<file path="src/source/core_perf_consts.svh">
/*
 * Widths, lane count and DCR map for the performance monitor.
 * All counters share one width and wrap silently on overflow.
 * DCACHE_NUM_REQS must stay at or below 7 to fit the 3-bit lane count.
 */
`ifndef CORE_PERF_CONSTS_SVH
`define CORE_PERF_CONSTS_SVH

// Counter width
`define PERF_CTR_BITS 44

// Data cache request lanes
`define DCACHE_NUM_REQS 4

// DCR write bus
`define DCR_ADDR_WIDTH 12
`define DCR_DATA_WIDTH 32

// Recognized DCR addresses
`define DCR_STARTUP_ADDR 12'h001
`define DCR_STARTUP_ARG  12'h002

// Boot vector after reset
`define STARTUP_ADDR_RESET 32'h80000000

`endif

</file>
<file path="src/source/core_perf_pkg.sv">
/*
 * Shared types for the performance monitor.
 * Widths follow the constants header, so the header must be on the include path.
 */
`include "core_perf_consts.svh"

package core_perf_pkg;

    // Event and latency counters
    typedef logic [`PERF_CTR_BITS-1:0] perf_ctr_t;

    // DCR write bus fields
    typedef logic [`DCR_ADDR_WIDTH-1:0] dcr_addr_t;
    typedef logic [`DCR_DATA_WIDTH-1:0] dcr_data_t;

    // One bit per dcache lane
    typedef logic [`DCACHE_NUM_REQS-1:0] lane_vec_t;

    // Number of lanes firing in one cycle, 0 up to DCACHE_NUM_REQS
    typedef logic [$clog2(`DCACHE_NUM_REQS+1)-1:0] lane_cnt_t;

endpackage

</file>
<file path="src/source/dcr_regs.sv">
/*
 * Startup registers loaded from the DCR write strobe.
 * The strobe has no ready; writes to unknown addresses are dropped.
 * New values are visible the cycle after the strobe.
 */
`timescale 1ns/100ps

`include "core_perf_consts.svh"

module dcr_regs (
    input  logic                      clk,
    input  logic                      reset,

    input  logic                      dcr_write_valid,
    input  core_perf_pkg::dcr_addr_t  dcr_write_addr,
    input  core_perf_pkg::dcr_data_t  dcr_write_data,

    output core_perf_pkg::dcr_data_t  startup_addr,
    output core_perf_pkg::dcr_data_t  startup_arg
);

    always_ff @(posedge clk) begin
        if (reset) begin
            startup_addr <= `STARTUP_ADDR_RESET;
            startup_arg  <= '0;
        end else if (dcr_write_valid) begin
            case (dcr_write_addr)
                `DCR_STARTUP_ADDR: begin
                    startup_addr <= dcr_write_data;
                end
                `DCR_STARTUP_ARG: begin
                    startup_arg <= dcr_write_data;
                end
                default: begin
                    // Unmapped address, nothing to load
                end
            endcase
        end
    end

endmodule

</file>
<file path="src/source/mem_fire_decode.sv">
/*
 * Handshake decode for the icache port and the dcache lanes.
 * Purely combinational; counts are valid in the same cycle as the fires.
 * Only valid, ready and rw are observed, never driven.
 */
`timescale 1ns/100ps

`include "core_perf_consts.svh"

module mem_fire_decode (
    input  logic                      icache_req_valid,
    input  logic                      icache_req_ready,
    input  logic                      icache_rsp_valid,
    input  logic                      icache_rsp_ready,

    input  core_perf_pkg::lane_vec_t  dcache_req_valid,
    input  core_perf_pkg::lane_vec_t  dcache_req_rw,
    input  core_perf_pkg::lane_vec_t  dcache_req_ready,
    input  core_perf_pkg::lane_vec_t  dcache_rsp_valid,
    input  core_perf_pkg::lane_vec_t  dcache_rsp_ready,

    output logic                      icache_req_fire,
    output logic                      icache_rsp_fire,

    output core_perf_pkg::lane_cnt_t  dcache_rd_count,
    output core_perf_pkg::lane_cnt_t  dcache_wr_count,
    output core_perf_pkg::lane_cnt_t  dcache_rsp_count
);

    core_perf_pkg::lane_vec_t rd_fire;
    core_perf_pkg::lane_vec_t wr_fire;
    core_perf_pkg::lane_vec_t rsp_fire;

    function automatic core_perf_pkg::lane_cnt_t pop_count(
        input core_perf_pkg::lane_vec_t bits
    );
        core_perf_pkg::lane_cnt_t cnt;
        cnt = '0;
        for (int i = 0; i < `DCACHE_NUM_REQS; i++) begin
            cnt = cnt + core_perf_pkg::lane_cnt_t'(bits[i]);
        end
        return cnt;
    endfunction

    assign icache_req_fire = icache_req_valid & icache_req_ready;
    assign icache_rsp_fire = icache_rsp_valid & icache_rsp_ready;

    // Request fires split by rw, low is a load
    assign rd_fire  = dcache_req_valid & dcache_req_ready & ~dcache_req_rw;
    assign wr_fire  = dcache_req_valid & dcache_req_ready & dcache_req_rw;
    assign rsp_fire = dcache_rsp_valid & dcache_rsp_ready;

    assign dcache_rd_count  = pop_count(rd_fire);
    assign dcache_wr_count  = pop_count(wr_fire);
    assign dcache_rsp_count = pop_count(rsp_fire);

endmodule

</file>
<file path="src/source/pending_read_tracker.sv">
/*
 * Outstanding read count and latency sum for one cache.
 * NUM_PORTS is 1 for the icache or DCACHE_NUM_REQS for the dcache.
 * Latency adds the pending count from before each edge, one cycle behind.
 * A response with nothing outstanding makes the pending count wrap.
 */
`timescale 1ns/100ps

`include "core_perf_consts.svh"

module pending_read_tracker #(
    parameter int NUM_PORTS = 1
) (
    input  logic                              clk,
    input  logic                              reset,

    input  logic [$clog2(NUM_PORTS+1)-1:0]    req_count,
    input  logic [$clog2(NUM_PORTS+1)-1:0]    rsp_count,

    output core_perf_pkg::perf_ctr_t          perf_latency
);

    localparam int CNT_W = $clog2(NUM_PORTS + 1);

    // One extra bit so the difference keeps its sign
    logic signed [CNT_W:0]               pending_delta;
    logic signed [`PERF_CTR_BITS-1:0]    pending_delta_ext;
    logic signed [`PERF_CTR_BITS-1:0]    pending_reads;

    assign pending_delta = $signed({1'b0, req_count}) - $signed({1'b0, rsp_count});

    assign pending_delta_ext = {{(`PERF_CTR_BITS-CNT_W-1){pending_delta[CNT_W]}},
                                pending_delta};

    always_ff @(posedge clk) begin
        if (reset) begin
            pending_reads <= '0;
            perf_latency  <= '0;
        end else begin
            pending_reads <= pending_reads + pending_delta_ext;
            perf_latency  <= perf_latency + core_perf_pkg::perf_ctr_t'(pending_reads);
        end
    end

endmodule

</file>
<file path="src/source/access_counters.sv">
/*
 * Instruction fetch, load and store event counters.
 * Each counter shows a cycle's fires one cycle later.
 */
`timescale 1ns/100ps

module access_counters (
    input  logic                      clk,
    input  logic                      reset,

    input  logic                      icache_req_fire,
    input  core_perf_pkg::lane_cnt_t  dcache_rd_count,
    input  core_perf_pkg::lane_cnt_t  dcache_wr_count,

    output core_perf_pkg::perf_ctr_t  perf_ifetches,
    output core_perf_pkg::perf_ctr_t  perf_loads,
    output core_perf_pkg::perf_ctr_t  perf_stores
);

    core_perf_pkg::perf_ctr_t ifetch_inc;
    core_perf_pkg::perf_ctr_t load_inc;
    core_perf_pkg::perf_ctr_t store_inc;

    // Zero-extend the per-cycle counts to counter width
    assign ifetch_inc = core_perf_pkg::perf_ctr_t'(icache_req_fire);
    assign load_inc   = core_perf_pkg::perf_ctr_t'(dcache_rd_count);
    assign store_inc  = core_perf_pkg::perf_ctr_t'(dcache_wr_count);

    always_ff @(posedge clk) begin
        if (reset) begin
            perf_ifetches <= '0;
            perf_loads    <= '0;
            perf_stores   <= '0;
        end else begin
            perf_ifetches <= perf_ifetches + ifetch_inc;
            perf_loads    <= perf_loads + load_inc;
            perf_stores   <= perf_stores + store_inc;
        end
    end

endmodule

</file>
<file path="src/source/core_perf_top.sv">
/*
 * Core wrapper slice: startup DCRs and the memory performance monitor.
 * The monitor is passive; every bus handshake signal is an input here.
 * Counter outputs are registered and lag the observed fires by one cycle.
 */
`timescale 1ns/100ps

`include "core_perf_consts.svh"

module core_perf_top (
    input  logic                      clk,
    input  logic                      reset,

    // DCR write strobe
    input  logic                      dcr_write_valid,
    input  core_perf_pkg::dcr_addr_t  dcr_write_addr,
    input  core_perf_pkg::dcr_data_t  dcr_write_data,

    // Icache handshakes
    input  logic                      icache_req_valid,
    input  logic                      icache_req_ready,
    input  logic                      icache_rsp_valid,
    input  logic                      icache_rsp_ready,

    // Dcache handshakes, one bit per lane
    input  core_perf_pkg::lane_vec_t  dcache_req_valid,
    input  core_perf_pkg::lane_vec_t  dcache_req_rw,
    input  core_perf_pkg::lane_vec_t  dcache_req_ready,
    input  core_perf_pkg::lane_vec_t  dcache_rsp_valid,
    input  core_perf_pkg::lane_vec_t  dcache_rsp_ready,

    output core_perf_pkg::dcr_data_t  startup_addr,
    output core_perf_pkg::dcr_data_t  startup_arg,

    output core_perf_pkg::perf_ctr_t  perf_ifetches,
    output core_perf_pkg::perf_ctr_t  perf_loads,
    output core_perf_pkg::perf_ctr_t  perf_stores,
    output core_perf_pkg::perf_ctr_t  perf_icache_latency,
    output core_perf_pkg::perf_ctr_t  perf_dcache_latency
);

    logic                      icache_req_fire;
    logic                      icache_rsp_fire;
    core_perf_pkg::lane_cnt_t  dcache_rd_count;
    core_perf_pkg::lane_cnt_t  dcache_wr_count;
    core_perf_pkg::lane_cnt_t  dcache_rsp_count;

    dcr_regs dcr_regs (
        .clk              (clk),
        .reset            (reset),
        .dcr_write_valid  (dcr_write_valid),
        .dcr_write_addr   (dcr_write_addr),
        .dcr_write_data   (dcr_write_data),
        .startup_addr     (startup_addr),
        .startup_arg      (startup_arg)
    );

    mem_fire_decode mem_fire_decode (
        .icache_req_valid  (icache_req_valid),
        .icache_req_ready  (icache_req_ready),
        .icache_rsp_valid  (icache_rsp_valid),
        .icache_rsp_ready  (icache_rsp_ready),
        .dcache_req_valid  (dcache_req_valid),
        .dcache_req_rw     (dcache_req_rw),
        .dcache_req_ready  (dcache_req_ready),
        .dcache_rsp_valid  (dcache_rsp_valid),
        .dcache_rsp_ready  (dcache_rsp_ready),
        .icache_req_fire   (icache_req_fire),
        .icache_rsp_fire   (icache_rsp_fire),
        .dcache_rd_count   (dcache_rd_count),
        .dcache_wr_count   (dcache_wr_count),
        .dcache_rsp_count  (dcache_rsp_count)
    );

    access_counters access_counters (
        .clk              (clk),
        .reset            (reset),
        .icache_req_fire  (icache_req_fire),
        .dcache_rd_count  (dcache_rd_count),
        .dcache_wr_count  (dcache_wr_count),
        .perf_ifetches    (perf_ifetches),
        .perf_loads       (perf_loads),
        .perf_stores      (perf_stores)
    );

    // Single fetch port, so counts are plain fire bits
    pending_read_tracker #(
        .NUM_PORTS  (1)
    ) icache_tracker (
        .clk           (clk),
        .reset         (reset),
        .req_count     (icache_req_fire),
        .rsp_count     (icache_rsp_fire),
        .perf_latency  (perf_icache_latency)
    );

    pending_read_tracker #(
        .NUM_PORTS  (`DCACHE_NUM_REQS)
    ) dcache_tracker (
        .clk           (clk),
        .reset         (reset),
        .req_count     (dcache_rd_count),
        .rsp_count     (dcache_rsp_count),
        .perf_latency  (perf_dcache_latency)
    );

endmodule

</file>
<file path="config.mk">
export PLATFORM = sky130hd
export DESIGN_NAME = core_perf_top
export DESIGN_NICKNAME = d
export VERILOG_FILES = /design/src/source/core_perf_pkg.sv /design/src/source/dcr_regs.sv /design/src/source/mem_fire_decode.sv /design/src/source/pending_read_tracker.sv /design/src/source/access_counters.sv /design/src/source/core_perf_top.sv
export VERILOG_INCLUDE_DIRS = /design/src /design/src/source
export SDC_FILE = /design/constraint.sdc
export NUM_CORES = 1
export LEC_CHECK = 0
export BUFFER_PORTS_ARGS = -buffer_cell sky130_fd_sc_hd__buf_2
export CAP_MARGIN = 0
export CORE_MARGIN = 2
export CORE_UTILIZATION = 50
export DETAILED_ROUTE_END_ITERATION = 8
export GPL_ROUTABILITY_DRIVEN = 0
export GPL_TIMING_DRIVEN = 0
export PLACE_DENSITY = 0.71
export SYNTH_ARGS = -nofsm -noshare
export SYNTH_HDL_FRONTEND = slang
export SYNTH_HIERARCHICAL = 1
export SYNTH_SLANG_ARGS = --single-unit
</file>
<file path="constraint.sdc">
create_clock -name clk -period 6.12 [get_ports clk]
set_input_delay 0.612 -clock clk [delete_from_list [all_inputs] [get_ports clk]]
set_output_delay 0.612 -clock clk [all_outputs]
set_load 0.05 [all_outputs]
</file>
==> results by group <==
Placement
  • Hpwl dp: 53.2 mm
  • Placed Instances: 3861
  • Placement Cell Area: 0.0263 mm2
  • Post-placement setup slack: -0.736 ns
  • Count of input and output buffers: 354

Clock tree
  • Clock buffers created by TritonCTS: 43
  • H-Tree Depth: 2
  • TritonCTS clock tree: yes
  • Clock latency on the worst-skew pair: 0.58 ns
  • Clock slew seen by the registers of the worst setup and hold paths: 0.06 ns
  • Post-CTS setup-driven buffer insertion count: 0
  • Number of clock sinks seen by CTS: 372
  • Maximum count of clock buffers along a single path: 3
  • Clock root buffer: sky130_fd_sc_hd__clkbuf_16
  • Hold buffer count at cts: 0

Timing
  • Aggregate negative setup slack: 0 ns
  • Count of final hold-check violations: 0
  • Final worst path period need: 5.78 ns
  • Final-layout worst hold slack: 0.333 ns
  • Worst Clk Skew: 0.0235 ns
  • Setup repair after global routing missed its margin: no
  • Final period util: 94.5%
  • Worst setup margin: 0.338 ns
  • Slew at the pin closest to its max-slew limit: 1.31 ns
  • Highest attainable clock frequency: 0.173 GHz
  • Max_slew headroom: 11.9%
  • Number of endpoints failing setup at the final stage: 0
  • Number of slew-limit violations in the final report: 0

Final layout
  • Count of nets after finishing: 3532
  • Layout cell share with drive strength beyond 1: 15.9%
  • Cell Count, Final, Fillers Out: 3946
  • Area added between synthesis and finish: 17.0%
  • Cell area after layout: 0.0278 mm2
  • Final Core Density: 59.5%

Global routing
  • Overall routing resource usage: 27.3%
  • Antenna violations before repair: 1
  • First-pass GRT wire length: 112 mm
  • Maximum number of pins on one net before global-route repair: 41
  • Via count of the first global-routing pass: 21.8k
  • Residual overflow from global routing: 0

Route
  • Routed Wire Length: 69.9 mm
  • Post-DRT Antenna Nets: 0
  • Post-detailed-route wirelength per cell: 17.7 um
  • DR iter-0 viols: 1900
  • Length of the first detailed-routing pass in iterations: 8
  • DRC: 0
  • Vias after detailed routing: 22.7k
  • Via-per-instance ratio: 5.76

Logic synthesis
  • Fraction of synthesis flops using an asynchronous set or reset pin: 0%
  • Most common cell in the netlist: sky130_fd_sc_hd__dfxtp_1
  • Most used standard cells in the synthesized netlist: 372 x sky130_fd_sc_hd__dfxtp_1, 368 x sky130_fd_sc_hd__nor2_1, 184 x sky130_fd_sc_hd__a21oi_1, 184 x sky130_fd_sc_hd__nand2_1, 159 x sky130_fd_sc_hd__xnor2_1
  • Number of unique standard cell types used by synthesis: 100
  • Syn Nets: 3130
  • Seq/Total Area, Yosys: 31.4%
  • #FFs+latches synth: 372
  • Count of warnings emitted by yosys: 6
  • Cells after synthesis: 2900
  • Mapped Avg Cell Area: 8.18 um2
  • Cell types with the largest area share after synthesis: sky130_fd_sc_hd__dfxtp_1 31%, sky130_fd_sc_hd__ha_1 7.9%, sky130_fd_sc_hd__xnor2_1 5.9%, sky130_fd_sc_hd__nor2_1 5.8%, sky130_fd_sc_hd__xor2_1 5.1%
  • Cell type contributing the most total cell area after synthesis: sky130_fd_sc_hd__dfxtp_1
  • Netlist area before placement: 0.0237 mm2
  • Number of enable-type register cells in the synthesized netlist: 0
  • Fraction of post-synthesis cell area in the top cell type by area: 31.4%
  • Dominant register cell in the synthesized netlist: sky130_fd_sc_hd__dfxtp_1

Die
  • Die area: 0.0492 mm2
  • Die outline height: 222 um
  • Area of the core: 0.0467 mm2
  • Width of the die: 222 um
  • Initial core utilization: 50.9%
  • Cell row count: 79
  • I/O pin count: 355

Pwr
  • Overall power consumption: 10.3 mW
  • Leak: 12.4 nW
  • Power density of the placed cells: 370 mW/mm2
  • Peak supply drop: 0.249 mV

Worst setup path
  • Kind of launch point of the worst setup path: input port
  • Required time at the endpoint of the critical path: 6.59 ns
  • Crit path arrival time: 6.25 ns
  • Max Fanout on Critical Path: 20
  • Setup CP Type: input port to flip-flop
  • Kind of end point of the critical path: flip-flop

Outcome
  • Result of the run: finished clean

Worst hold path
  • Worst min-delay path category: input port to flip-flop

Flow run
  • Count of max-cap constraint violations: 0
timing repair:
| item | in CTS | in global routing |
|---|---|---|
| cloned | 0 | 2 |
| setup endpoints to repair | 5 | 11 |
| gates resized for setup | 1 | 1 |
where the power goes:
part           leakage, nW  internal [mW]  switching (mW)
registers             3.03           2.77           0.292
logic                 8.59           1.60            2.93
clock network        0.729           1.60            1.08
sequential cells by signal, indices dropped and copies added, names as in the netlist:
register	flops
dcr_regs/startup_addr	32
dcr_regs/startup_arg	32
access_counters/perf_loads	44
icache_tracker/perf_latency	44
icache_tracker/pending_reads	44
access_counters/perf_ifetches	44
dcache_tracker/pending_reads	44
dcache_tracker/perf_latency	44
access_counters/perf_stores	44
logic make-up after synthesis:
group | share of synthesized area, %
DFF | 31.4
xor gates and xnor gates | 10.9
muxes | 3.02
buffers and inverters | 4.14
and+or+nand+nor | 24.6
adders and majority gates | 8.67
AOI/OAI and AO/OA | 17.2
cells in the final DEF (no fill, tap or decap), drive strengths merged, types with 12 or more instances in the layout:
master    n
a211oi   12
a21o     71
a21oi   187
a31oi    23
and2     25
and3     39
and4     22
buf     395
clkbuf  183
dfxtp   372
ha      150
inv      72
mux2i    66
nand2   184
nand2b  120
nand3    88
nand4    79
nor2    368
nor2b    40
nor3     52
nor4     33
o211ai   12
o21a     20
o21ai   157
o22ai    16
o31a     12
or3      37
xnor2   159
xor2    137
per-layer routing:
metal | part of all wire [%] | wire (um) | global-route usage [%]
met1 | 43 | 30100 | 34.1
met2 | 46 | 32200 | 45.6
met3 | 8.3 | 5770 | 7.21
met4 | 2.7 | 1860 | 8.74
met5 | 0 | 0 | 0
worst paths after layout:
path / end / cells past startpoint / slack [ns] / start
worst max register to register: icache_tracker/perf_latency[42] / 11 / 2.57 / icache_tracker/perf_latency[0]
worst max-delay path: dcache_tracker/pending_reads[35] / 17 / 0.34 / dcache_req_rw[0]
worst min-delay path: dcr_regs/startup_arg[4] / 3 / 0.33 / dcr_write_data[4]
worst min register to register: dcr_regs/startup_arg[24] / 2 / 0.47 / dcr_regs/startup_arg[24]
critical path, cell delays in order:
cell,delay (ns)
sky130_fd_sc_hd__buf_2,0.10
sky130_fd_sc_hd__nand3b_1,0.18
sky130_fd_sc_hd__fa_1,0.58
sky130_fd_sc_hd__inv_1,0.05
sky130_fd_sc_hd__ha_1,0.19
sky130_fd_sc_hd__ha_1,0.36
sky130_fd_sc_hd__ha_1,0.31
sky130_fd_sc_hd__a21o_1,0.10
sky130_fd_sc_hd__a21o_1,0.39
sky130_fd_sc_hd__clkinvlp_2,0.89
sky130_fd_sc_hd__ha_1,0.74
sky130_fd_sc_hd__nand4_1,0.15
sky130_fd_sc_hd__o211ai_1,0.39
sky130_fd_sc_hd__nand2_1,0.16
sky130_fd_sc_hd__o31ai_1,0.52
sky130_fd_sc_hd__a311oi_1,0.21
sky130_fd_sc_hd__mux2_2,0.30
final cells by class:
type / instances / area, um2
clock inverter: 16 / 181
sequential: 372 / 7450
tap: 607 / 759
timing repair buffer: 355 / 1780
multi-input combinational: 2296 / 15300
clock buffer: 63 / 1300
inverter: 72 / 274
buffer: 160 / 712
timing repair inverter: 2 / 12.5
fill: 4290 / 18900
antenna: 3 / 7.51
No activity file was read; power rests on OpenSTA's default activity.
